$ cat config.mk
export PLATFORM = sky130hd
export DESIGN_NAME = busArbiter
export DESIGN_NICKNAME = d
export VERILOG_FILES = /design/src/design/memPkg.sv /design/src/design/busArbiter.sv
export SDC_FILE = /design/constraint.sdc
export NUM_CORES = 1
export LEC_CHECK = 0
export ABC_CLOCK_PERIOD_IN_PS = 1700
export BUFFER_PORTS_ARGS = -buffer_cell sky130_fd_sc_hd__clkbuf_2
export CORE_MARGIN = 4
export CORE_UTILIZATION = 28
export DETAILED_ROUTE_END_ITERATION = 12
export PLACE_DENSITY_LB_ADDON = 0.25
export SYNTH_ARGS = -nofsm -noshare
export SYNTH_HDL_FRONTEND = slang
export SYNTH_SLANG_ARGS = --single-unit
export TNS_END_PERCENT = 5
$ cat constraint.sdc
create_clock -name clk -period 1.7 [get_ports clk]
set_input_delay 0.34 -clock clk [delete_from_list [all_inputs] [get_ports clk]]
set_output_delay 0.34 -clock clk [all_outputs]
set_load 0.005 [all_outputs]
$ cat src/design/memPkg.sv
// Bus widths, memory geometry, wait-state count and arbiter state type
package memPkg;

  // Byte address width on the shared bus
  localparam int ADDR_WIDTH = 32;

  // Bus word and byte lanes
  localparam int DATA_WIDTH = 32;
  localparam int MASK_WIDTH = 4;
  localparam int LANE_WIDTH = DATA_WIDTH / MASK_WIDTH;

  // Storage depth in words
  localparam int MEM_WORDS = 256;

  // Word index taken from address bits above the byte offset
  // Upper address bits are dropped so the window aliases
  localparam int INDEX_WIDTH = $clog2(MEM_WORDS);

  // Wait states inserted per transfer, must be at least 1
  localparam int WAIT_CYCLES = 2;

  // Counter width able to hold WAIT_CYCLES
  localparam int WAIT_WIDTH = $clog2(WAIT_CYCLES + 1);

  // Bus owner
  // ARB_IDLE   no owner, requests are sampled here
  // ARB_FETCH  fetch port holds the bus
  // ARB_DATA   data port holds the bus
  typedef enum logic [1:0] {
    ARB_IDLE  = 2'd0,
    ARB_FETCH = 2'd1,
    ARB_DATA  = 2'd2
  } arbState;

endpackage

$ cat src/design/busArbiter.sv
// Bus arbiter FSM with fetch/data grant, address and control mux, ready pulses
`timescale 1ns/1ps

module busArbiter (
  input  logic                          clk,
  input  logic                          rstN,
  // Fetch requester
  input  logic                          fReq,
  input  logic [memPkg::ADDR_WIDTH-1:0] fAddr,
  // Data requester
  input  logic                          mReq,
  input  logic                          mWrite,
  input  logic [memPkg::ADDR_WIDTH-1:0] mAddr,
  input  logic [memPkg::DATA_WIDTH-1:0] mWData,
  input  logic [memPkg::MASK_WIDTH-1:0] mMask,
  // From wait timer
  input  logic                          done,
  // To wait timer and memory
  output logic                          start,
  output logic [memPkg::ADDR_WIDTH-1:0] haddr,
  output logic                          hwrite,
  output logic [memPkg::DATA_WIDTH-1:0] hwdata,
  output logic [memPkg::MASK_WIDTH-1:0] hmask,
  // Back to requesters
  output logic                          fReady,
  output logic                          mReady,
  output memPkg::arbState               state
);
  import memPkg::*;

  // Previous grant went to the data port
  logic lastData;
  logic anyReq;
  logic pickData;

  assign anyReq = fReq | mReq;

  // Data wins a tie unless it also won the last grant
  assign pickData = mReq & (~fReq | ~lastData);

  always_ff @(posedge clk)
  begin
    if (!rstN)
    begin
      state    <= ARB_IDLE;
      lastData <= 1'b0;
      start    <= 1'b0;
      fReady   <= 1'b0;
      mReady   <= 1'b0;
    end
    else
    begin
      // Pulses default low
      start  <= 1'b0;
      fReady <= 1'b0;
      mReady <= 1'b0;
      case (state)
        ARB_IDLE:
        begin
          if (anyReq)
          begin
            state    <= pickData ? ARB_DATA : ARB_FETCH;
            lastData <= pickData;
            // Kick off the wait states
            start    <= 1'b1;
          end
        end
        ARB_FETCH:
        begin
          // Hold ownership through the ready cycle
          // so the still-raised request is not sampled again
          if (fReady)
            state <= ARB_IDLE;
          else if (done)
            fReady <= 1'b1;
        end
        ARB_DATA:
        begin
          if (mReady)
            state <= ARB_IDLE;
          else if (done)
            mReady <= 1'b1;
        end
        default:
        begin
          state <= ARB_IDLE;
        end
      endcase
    end
  end

  // Owner's address and controls onto the bus
  always_comb
  begin
    haddr  = mAddr;
    hwrite = 1'b0;
    hmask  = '0;
    case (state)
      ARB_FETCH:
      begin
        // Fetch is read only
        haddr = fAddr;
      end
      ARB_DATA:
      begin
        haddr  = mAddr;
        hwrite = mWrite;
        hmask  = mMask;
      end
      default:
      begin
        haddr = mAddr;
      end
    endcase
  end

  // Write data only ever comes from the data port
  assign hwdata = mWData;

  // One owner, one ready
  aReadyExclusive: assert property (@(posedge clk) disable iff (!rstN)
    !(fReady && mReady))
    else $error("fReady and mReady high together");

  // Start follows the grant edge only
  aStartAfterIdle: assert property (@(posedge clk) disable iff (!rstN)
    start |-> ($past(state) == ARB_IDLE) && (state != ARB_IDLE))
    else $error("start outside the grant cycle");

  // Requesters hold their level until the ready pulse is seen
  aFetchHeld: assert property (@(posedge clk) disable iff (!rstN)
    (state == ARB_FETCH) |-> fReq)
    else $error("fetch request dropped before fReady");

  aDataHeld: assert property (@(posedge clk) disable iff (!rstN)
    (state == ARB_DATA) |-> mReq)
    else $error("data request dropped before mReady");

endmodule

==> flow_summary_export.csv, run 1 <==
group,metric,value,unit
logic_synthesis,yosysTopAreaCellShare,0.412,
logic_synthesis,ys_dominant_reg_cell,"dfxtp_1",
critical_path,cp.required,1.36,ns
pwr,p_leak,0.881,nW
global_routing,met2_usage,0.204,
floorplan,fp.dieArea,4820,sq um
finish,final_util,0.408,
placement,port_buffers,115,
pwr,p_per_area,554,nW/um^2
timing,finalCritPeriodShare,1.00,
finish,fin_area,1490,sq um
clock_tree,root_buffer,"clkbuf_8",
timing,fmax,0.588,GHz
global_routing,grt_max_degree,21,
timing,worstMarginPinSlew,0.170,ns
critical_path,critPathCaptureType,"output pin",
status,violations,"negative setup slack",
global_routing,grt-busiest-layer,"met2",
floorplan,start_util,0.289,
finish,final_common_cell,"clkbuf_2",
critical_path,path_class,"reg2out",
critical_path,start_kind,"register",
floorplan,die_w,69.5,um
logic_synthesis,async_reset_ff_frac,0,
placement,place.gp.congestion,0.751,
detailed_routing,drtPass1Iterations,4,
clock_tree,cts_buffers,3,
timing,hold_viol_final,0,
critical_path,arrival,1.36,ns
logic_synthesis,syn_area_per_cell,10.6,sq um
detailed_routing,drt_iter0_markers,21,
placement,dpl.hpwl,2.71,mm
global_routing,grt_util_met1,0.114,
global_routing,gr-usage-met3,0.0536,
logic_synthesis,syn-num-nets,206,
timing,holdWs,0.360,ns
finish,fill_cells,387,
logic_synthesis,ys_seq_area_frac,0.114,
finish,drive_gt1_frac,0.839,
global_routing,gr-total-overflow,0,
floorplan,die_h,69.5,um
clock_tree,insertion_delay,0.22,ns
timing,fin_crit,1.70,ns
critical_path,slowest_stage,"dfxtp_2",
worst_hold_path,min_path_type,"in2reg",
clock_tree,cts.clk_slew.worst_paths,0.04,ns
critical_path,path_cells,"nor2b_4, buf_12, mux2_4, buf_6",
detailed_routing,wl_per_cell,13.1,um
detailed_routing,routed_wirelength,3.07,mm
critical_path,crit_path_max_fanout,20,
logic_synthesis,ys_warn_count,0,
clock_tree,cts_sinks,6,
floorplan,num_rows,22,
clock_tree,cts_tree,"built",
global_routing,grt_pass1_vias,937,
run,maxCapViolCount,0,
timing,slew_violations,0,
logic_synthesis,yosys-top-cells-area,"mux2_4 (41%), buf_4 (23%), dfxtp_1 (11%)",
detailed_routing,detail-route-antenna-nets,0,
floorplan,core_area,3660,sq um
status,outcome,"finished with violations",
logic_synthesis,syn_inst,100,
clock_tree,h-tree-depth,1,
clock_tree,post-cts-setup-buffers,0,
finish,insertedDiodeCount,0,
critical_path,slowest_delay,0.32,ns
finish,area_delta_synth_final,41.3,%
pwr,vdd_drop_max,0.365,mV
logic_synthesis,ys_types,22,
detailed_routing,vias,1011,
placement,pre_cts_slack,0.163,ns
timing,finalClockSkew,0.00390,ns
logic_synthesis,synth_largest_area_cell,"mux2_4",
timing,grt_setup_unrepaired,"true",
timing,slew-limit-headroom,0.886,
logic_synthesis,syn_area,1060,sq um
floorplan,ios,180,
finish,final_cell_mix,"clkbuf_2 (113), mux2_4 (32), and2_1 (5), dfxtp_1 (5)",
logic_synthesis,ys_ff_latch,6,
clock_tree,clockBufferDepth,2,
global_routing,antenna_found_initial,0,
global_routing,grt_pass1_wl,4.64,mm
finish,nNetsFinal,294,
timing,fin_ws,-0.000534,ns
global_routing,grt.total_usage,0.114,
timing,setup_viol,1,
placement,placed_area,1420,sq um
detailed_routing,drc,0,
detailed_routing,routed_via_density,4.32,
logic_synthesis,synth_edf_count,0,
[worst max-delay path: cells and delay by family, from the launching register on]
| family | cells | cell delay [ns] |
|---|---|---|
| buffers and inverters | 2 | 0.31 |
| DFF | 1 | 0.32 |
| muxes | 1 | 0.32 |
| and+or+nand+nor | 1 | 0.17 |
[final cells by class]
| class | instances | area, sq um | share of cell area |
|---|---|---|---|
| Inverter | 2 | 7.51 | 0.00503 |
| Clock buffer | 3 | 41.3 | 0.0276 |
| Timing Repair Buffer | 119 | 634 | 0.425 |
| Sequential cell | 6 | 121 | 0.0812 |
| Multi-Input combinational cell | 56 | 629 | 0.421 |
| Tap cell | 48 | 60.1 | 0.0402 |
[path summary, 6_finish.rpt]
path / cells after the start / to / start / slack [ns]
max: 4 / haddr[4] / state[0] / -0.0005
max reg2reg: 4 / lastData / state[1] / 0.73
min reg2reg: 1 / mReady / mReady / 0.44
min: 3 / fReady / done / 0.36
[state kept, by name, summed over array words and instances (netlist names)]
| register | count |
|---|---|
| state | 2 |
| start | 1 |
| mReady | 1 |
| fReady | 1 |
| lastData | 1 |
[cell families (layout without fill, tap and decap cells)]
kind of cell / after synthesis / after routing / share of synthesized area
compound gates: 5 / 5 / 0.0320
buf+inv: 38 / 124 / 0.302
flops: 6 / 6 / 0.114
simple gates: 19 / 19 / 0.109
mux: 32 / 32 / 0.444
[where the power goes]
part           internal [W]  switching [W]
Clock              0.000152      0.0000625
Combinational      0.000290       0.000159
Sequential         0.000156     0.00000827
[synthesized netlist by cell type (2+ instances only)]
cell and instances:
mux2_2 3, a31oi_1 2, buf_4 32, and2_1 5, inv_1 2, buf_12 3
nand3_1 2, nor2_1 2, mux2_4 29, nor2b_1 2, dfxtp_1 6, nand2_1 2
[what timing repair did]
item                       4_1_cts  5_1_grt
hold buffers                     0        0
pin swaps                        0        0
setup endpoints to repair       24       32
resized for setup                2        5
[per-layer routing]
layer	vias to the layer above	wire length [um]
met3	8	450
met5	-	0
met1	442	1040
met2	79	1560
met4	0	22
li1	482	-
[stage by stage]
stage / setup TNS, ns / power [W] / cells
5_1_grt: -1.34 / 0.000891 / 234
2_1_floorplan: 0 / 0.000486 / 100
3_5_place_dp: 0 / 0.000607 / 231
3_3_place_gp: 0 / 0.000606 / 231
4_1_cts: -0.337 / 0.000832 / 234
6_report: -0.000534 / 0.000827 / 234
(Power assumes the default switching activity.)
==> inputs of run 2 (changes only) <==
- CELL_PAD_IN_SITES_DETAIL_PLACEMENT: unset -> 0
- CELL_PAD_IN_SITES_GLOBAL_PLACEMENT: unset -> 1
- CORE_UTILIZATION: 28 -> 16
==> run 2 against run 1 <==
Compared with the run above:
- the run still ends with negative setup slack left
- sequential share of layout area is 0.59 points lower
- clock power hardly changed
- utilization fell by 16 points
- via count grew 1.4%
- register-to-register slack about the same
- global-route usage down 4.2 points
- final cell count up 15%
- sequential cell count unchanged
- hold slack gained 0.027 ns
- design area is 7.9% higher
- power grew 6.5%
- combinational power is 12% higher
- critical endpoint is now haddr[26]
==> flow_summary_export.csv, run 2 (synthesis results as in run 1) <==
group,metric,value,unit
status,outcome,"finished with violations",
status,violations,"negative setup slack",
critical_path,arrival,1.39,ns
placement,placed_area,1460,sq um
timing,holdWs,0.387,ns
floorplan,num_rows,29,
floorplan,start_util,0.166,
clock_tree,cts_sinks,6,
global_routing,gr-total-overflow,0,
timing,fin_ws,-0.0331,ns
detailed_routing,vias,1025,
clock_tree,cts.clk_slew.worst_paths,0.04,ns
finish,regMostFlops,"state",
floorplan,die_w,89.3,um
clock_tree,root_buffer,"clkbuf_8",
detailed_routing,drt_iter0_markers,13,
detailed_routing,drtPass1Iterations,4,
timing,setup_viol,28,
timing,slew_violations,0,
pwr,vdd_drop_max,0.488,mV
critical_path,start_kind,"register",
timing,hold_viol_final,0,
finish,nNetsFinal,299,
placement,place.gp.congestion,0.674,
timing,fmax,0.577,GHz
pwr,p_per_area,546,nW/um^2
clock_tree,clockBufferDepth,2,
pwr,p_leak,0.920,nW
clock_tree,cts_tree,"built",
run,maxCapViolCount,0,
finish,fill_cells,700,
timing,fin_crit,1.73,ns
global_routing,antenna_found_initial,0,
detailed_routing,wl_per_cell,14.3,um
timing,finalCritPeriodShare,1.02,
global_routing,grt.total_usage,0.0715,
finish,final_common_cell,"clkbuf_2",
floorplan,fp.dieArea,7970,sq um
placement,dpl.hpwl,3.19,mm
finish,area_delta_synth_final,52.4,%
floorplan,ios,180,
floorplan,die_h,89.3,um
detailed_routing,routed_wirelength,3.84,mm
detailed_routing,routed.top_layer,"met4",
clock_tree,cts_buffers,3,
detailed_routing,dr_wl_met2,1.98,mm
placement,pre_cts_slack,0.167,ns
detailed_routing,route.met3.wl,678,um
detailed_routing,drc,0,
finish,drive_gt1_frac,0.843,
global_routing,grt_pass1_wl,4.38,mm
finish,fin_area,1610,sq um
detailed_routing,routed_via_density,3.82,
timing,slew-limit-headroom,0.895,
detailed_routing,wl_met1,1.18,mm
finish,final_util,0.252,
timing,tns,-0.554,ns
critical_path,crit_path_max_fanout,7,
finish,largest_register_ff_count,2,
timing,grt_setup_unrepaired,"true",
worst_hold_path,min_path_type,"in2reg",
critical_path,path_class,"reg2out",
critical_path,cp.required,1.36,ns
global_routing,grt_pass1_vias,881,
detailed_routing,detail-route-antenna-nets,0,
critical_path,critPathCaptureType,"output pin",
clock_tree,h-tree-depth,1,
timing,finalClockSkew,0.00287,ns
clock_tree,insertion_delay,0.22,ns
finish,insertedDiodeCount,0,
placement,port_buffers,115,
clock_tree,cts_hold_buf,0,
global_routing,grt_max_degree,29,
finish,final_cell_mix,"clkbuf_2 (114), mux2_4 (32), and2_1 (5), dfxtp_1 (5), buf_6 (4)",
timing,worstMarginPinSlew,0.158,ns
floorplan,core_area,6390,sq um
## run 2: cell count changes in the layout (fill, tap and decap cells not counted)
cell	before	now
clkbuf_16	0	2
buf_6	3	4
buf_8	0	1
clkbuf_2	113	114
## run 2: area by class of cell
cell class | instances | area, sq um | area share
multi-input combinational | 56 | 629 | 0.391
tap | 77 | 96.3 | 0.0598
clock buffer | 3 | 41.3 | 0.0256
inverter | 2 | 7.51 | 0.00466
timing repair buffer | 124 | 716 | 0.444
sequential | 6 | 121 | 0.0753
## run 2: worst max-delay path: stages, from the launching register on
cell,delay [ns]
dfxtp_2,0.32
nor2b_4,0.15
buf_6,0.13
clkbuf_16,0.16
mux2_4,0.29
clkbuf_2,0.12
## run 2: path summary, 6_finish.rpt
check	from	to	slack, ns	cells after the start
worst max-delay path	state[0]	haddr[26]	-0.03	5
worst min-delay path	done	mReady	0.39	3
worst max register to register	state[1]	state[1]	0.72	4
worst min register to register	mReady	mReady	0.44	1
## run 2: power by group
group	switching [W]	internal [W]	total, W
logic	0.000180	0.000321	0.000501
registers	0.00000872	0.000156	0.000164
clock network	0.0000626	0.000152	0.000215
## run 2: stage by stage
step           power (W)  std cells
4_1_cts         0.000839        263
2_1_floorplan   0.000486        100
5_1_grt         0.000946        268
6_report        0.000880        268
3_3_place_gp    0.000621        260
3_5_place_dp    0.000618        260
## run 2: layer usage
layer | global-route usage | vias to the layer above
met3 | 0.0378 | 6
met4 | 0.00812 | 0
met2 | 0.129 | 92
met1 | 0.0759 | 431
li1 | - | 496
met5 | 0 | -
## run 2: what timing repair did
action,CTS,global route
setup endpoints to repair,28,32
buffers inserted,0,2
gates resized for setup,1,9
cloned,0,3
==> inputs of run 3 (changes only) <==
- ABC_AREA: unset -> 1
- GPL_TIMING_DRIVEN: unset -> 1
==> run 3 against run 2 <==
Compared with the run above:
- the run now ends clean
- critical path depth stayed put
- hold slack worse by 0.026 ns
- setup slack better by 0.085 ns
- sequential cell count stayed put
- maximum frequency grew 5.1%
- clock power fell by 3%
- critical path type unchanged
==> flow_summary_export.csv, run 3 <==
group,metric,value,unit
clock_tree,cts.clk_slew.worst_paths,0.04,ns
logic_synthesis,syn-num-nets,217,
logic_synthesis,syn_area,1030,sq um
floorplan,num_rows,28,
placement,placed_area,1490,sq um
critical_path,start_kind,"register",
floorplan,start_util,0.169,
global_routing,antenna_found_initial,0,
logic_synthesis,synth_common_cells,"buf_4 (32), mux2_4 (30), inv_1 (11)",
finish,regMostFlops,"state",
floorplan,core_area,6060,sq um
critical_path,path_class,"reg2out",
timing,slew_violations,0,
clock_tree,h-tree-depth,1,
logic_synthesis,async_reset_ff_frac,0,
logic_synthesis,synth_edf_count,0,
floorplan,fp.dieArea,7770,sq um
worst_hold_path,whs_path_depth,3,
detailed_routing,drc,0,
global_routing,grt_pass1_vias,970,
logic_synthesis,synth_fa_ha_area_frac,0,
timing,slew-limit-headroom,0.836,
placement,dpl.hpwl,3.34,mm
logic_synthesis,syn_area_per_cell,9.25,sq um
clock_tree,post-cts-setup-buffers,0,
finish,fin_area,1590,sq um
timing,setup_viol,0,
clock_tree,clockBufferDepth,2,
finish,drive_gt1_frac,0.801,
timing,finalClockSkew,0.00324,ns
finish,largest_register_ff_count,2,
pwr,p_per_area,749,nW/um^2
clock_tree,cts_buffers,3,
timing,finalCritPeriodShare,0.970,
global_routing,grt_pass1_wl,4.86,mm
finish,area_delta_synth_final,55.1,%
logic_synthesis,synth-compound-area-share,0.0146,
global_routing,grt.total_usage,0.0798,
floorplan,die_h,88.1,um
timing,worstMarginPinSlew,0.244,ns
status,outcome,"finished, final reports clean",
logic_synthesis,ys_types,14,
logic_synthesis,ys_dominant_reg_cell,"dfxtp_1",
timing,fmax,0.607,GHz
clock_tree,cts_tree,"built",
logic_synthesis,yosysMostFrequentCell,"buf_4",
logic_synthesis,syn_inst,111,
detailed_routing,vias,1028,
critical_path,crit_path_max_fanout,8,
critical_path,critPathCaptureType,"output pin",
critical_path,crit_path_end,"haddr[20]",
worst_hold_path,min_path_type,"in2reg",
global_routing,grt_max_degree,17,
placement,place.gp.congestion,0.824,
logic_synthesis,ys_ff_latch,6,
timing,grt_setup_unrepaired,"false",
finish,final_cell_mix,"clkbuf_2 (115), mux2_4 (30), inv_1 (10), nor2_1 (10), nand2_1 (6)",
critical_path,crit_start,"state[1]",
clock_tree,root_buffer,"clkbuf_8",
global_routing,gr-total-overflow,0,
detailed_routing,drt_iter0_markers,5,
detailed_routing,routed_wirelength,3.72,mm
critical_path,reg2regPathDepth,5,
detailed_routing,wl_per_cell,13.5,um
floorplan,die_w,88.1,um
pwr,vdd_drop_max,0.377,mV
logic_synthesis,synth_top_family_by_area,"multiplexers",
logic_synthesis,synth_largest_area_cell,"mux2_4",
timing,tns,0,ns
critical_path,cp.required,1.36,ns
logic_synthesis,synth_xor_area_frac,0,
detailed_routing,detail-route-antenna-nets,0,
logic_synthesis,yosysTopAreaCellShare,0.438,
finish,nNetsFinal,309,
detailed_routing,routed_via_density,3.72,
logic_synthesis,ys_warn_count,0,
critical_path,r2r-start,"state[0]",
clock_tree,cts_hold_buf,0,
finish,final_common_cell,"clkbuf_2",
floorplan,ios,180,
logic_synthesis,synth.area.mux_share,0.460,
run,maxCapViolCount,0,
timing,fin_crit,1.65,ns
logic_synthesis,yosys.area_share.simple,0.101,
placement,port_buffers,115,
critical_path,arrival,1.31,ns
detailed_routing,drtPass1Iterations,3,
logic_synthesis,ys_seq_area_frac,0.117,
pwr,p_leak,1.00,nW
critical_path,rrSetupSlack,0.60,ns
clock_tree,cts_sinks,6,
clock_tree,insertion_delay,0.22,ns
finish,insertedDiodeCount,0,
logic_synthesis,yosys-top-cells-area,"mux2_4 (44%), buf_4 (23%), dfxtp_1 (12%)",
timing,hold_viol_final,0,
critical_path,reg2reg_to,"lastData",
-- run 3: changes by cell type in the layout (fill, tap and decap cells not counted), sizes merged, moves of 3 or more --
cell   change
buf        -3
nor2b      -3
nand2      +5
nor2       +8
inv        +9
and2       -5
-- run 3: repair_timing --
action                     4_1_cts  5_1_grt
hold endpoints to repair         0        0
gates resized for setup          1        4
cloned                           0        2
setup endpoints to repair       21       19
pin swaps                        0        1
-- run 3: per-stage QoR --
stage | cells | utilization | total power (W) | setup slack [ns] | hold WS (ns)
after floorplan | 111 | - | 0.000672 | 0.313 | 0.440
after global placement | 271 | 0.245 | 0.000932 | 0.218 | 0.468
after detailed placement | 271 | 0.245 | 0.000929 | 0.193 | 0.461
after CTS | 274 | 0.253 | 0.00115 | 0.00165 | 0.355
after global routing | 276 | 0.263 | 0.00129 | 0.00308 | 0.361
final | 276 | 0.263 | 0.00119 | 0.0517 | 0.361
-- run 3: cell type report --
class                           instances  area, sq um
Fill cell                             662         4470
Timing Repair Buffer                  122          688
Multi-Input combinational cell         59          606
Sequential cell                         6          123
Tap cell                               75         93.8
Clock buffer                            3         41.3
Inverter                               11         41.3
-- run 3: power breakdown --
part / internal (W) / total, W / switching [W]
logic: 0.000496 / 0.000805 / 0.000309
clock network: 0.000152 / 0.000208 / 0.0000562
registers: 0.000164 / 0.000180 / 0.0000156
total: 0.000812 / 0.00119 / 0.000380
-- run 3: routing by layer --
| metal | track usage | up-vias | wire length (um) |
|---|---|---|---|
| met5 | 0 | - | 0 |
| met3 | 0.0395 | 8 | 666 |
| li1 | - | 513 | - |
| met4 | 0.0206 | 0 | 30 |
| met1 | 0.0869 | 422 | 1280 |
| met2 | 0.138 | 85 | 1740 |
-- run 3: worst min path at each step --
stage,startpoint,end,slack [ns]
CTS,done,mReady,0.36
finish,done,mReady,0.36
global placement,lastData,lastData,0.47
floorplan,lastData,lastData,0.44
detailed placement,lastData,lastData,0.46
global route,done,mReady,0.36
-- run 3: worst max-delay path, stage by stage (launching register included) --
cell       delay (ns)
dfxtp_2          0.31
inv_2            0.09
nand2_8          0.09
clkbuf_16        0.18
mux2_4           0.30
clkbuf_2         0.11
-- run 3: cells by family after synthesis --
logic type | Yosys count
AOI/OAI and AO/OA | 3
and+or+nand+nor | 24
muxes | 32
DFF | 6
buffers and inverters | 46
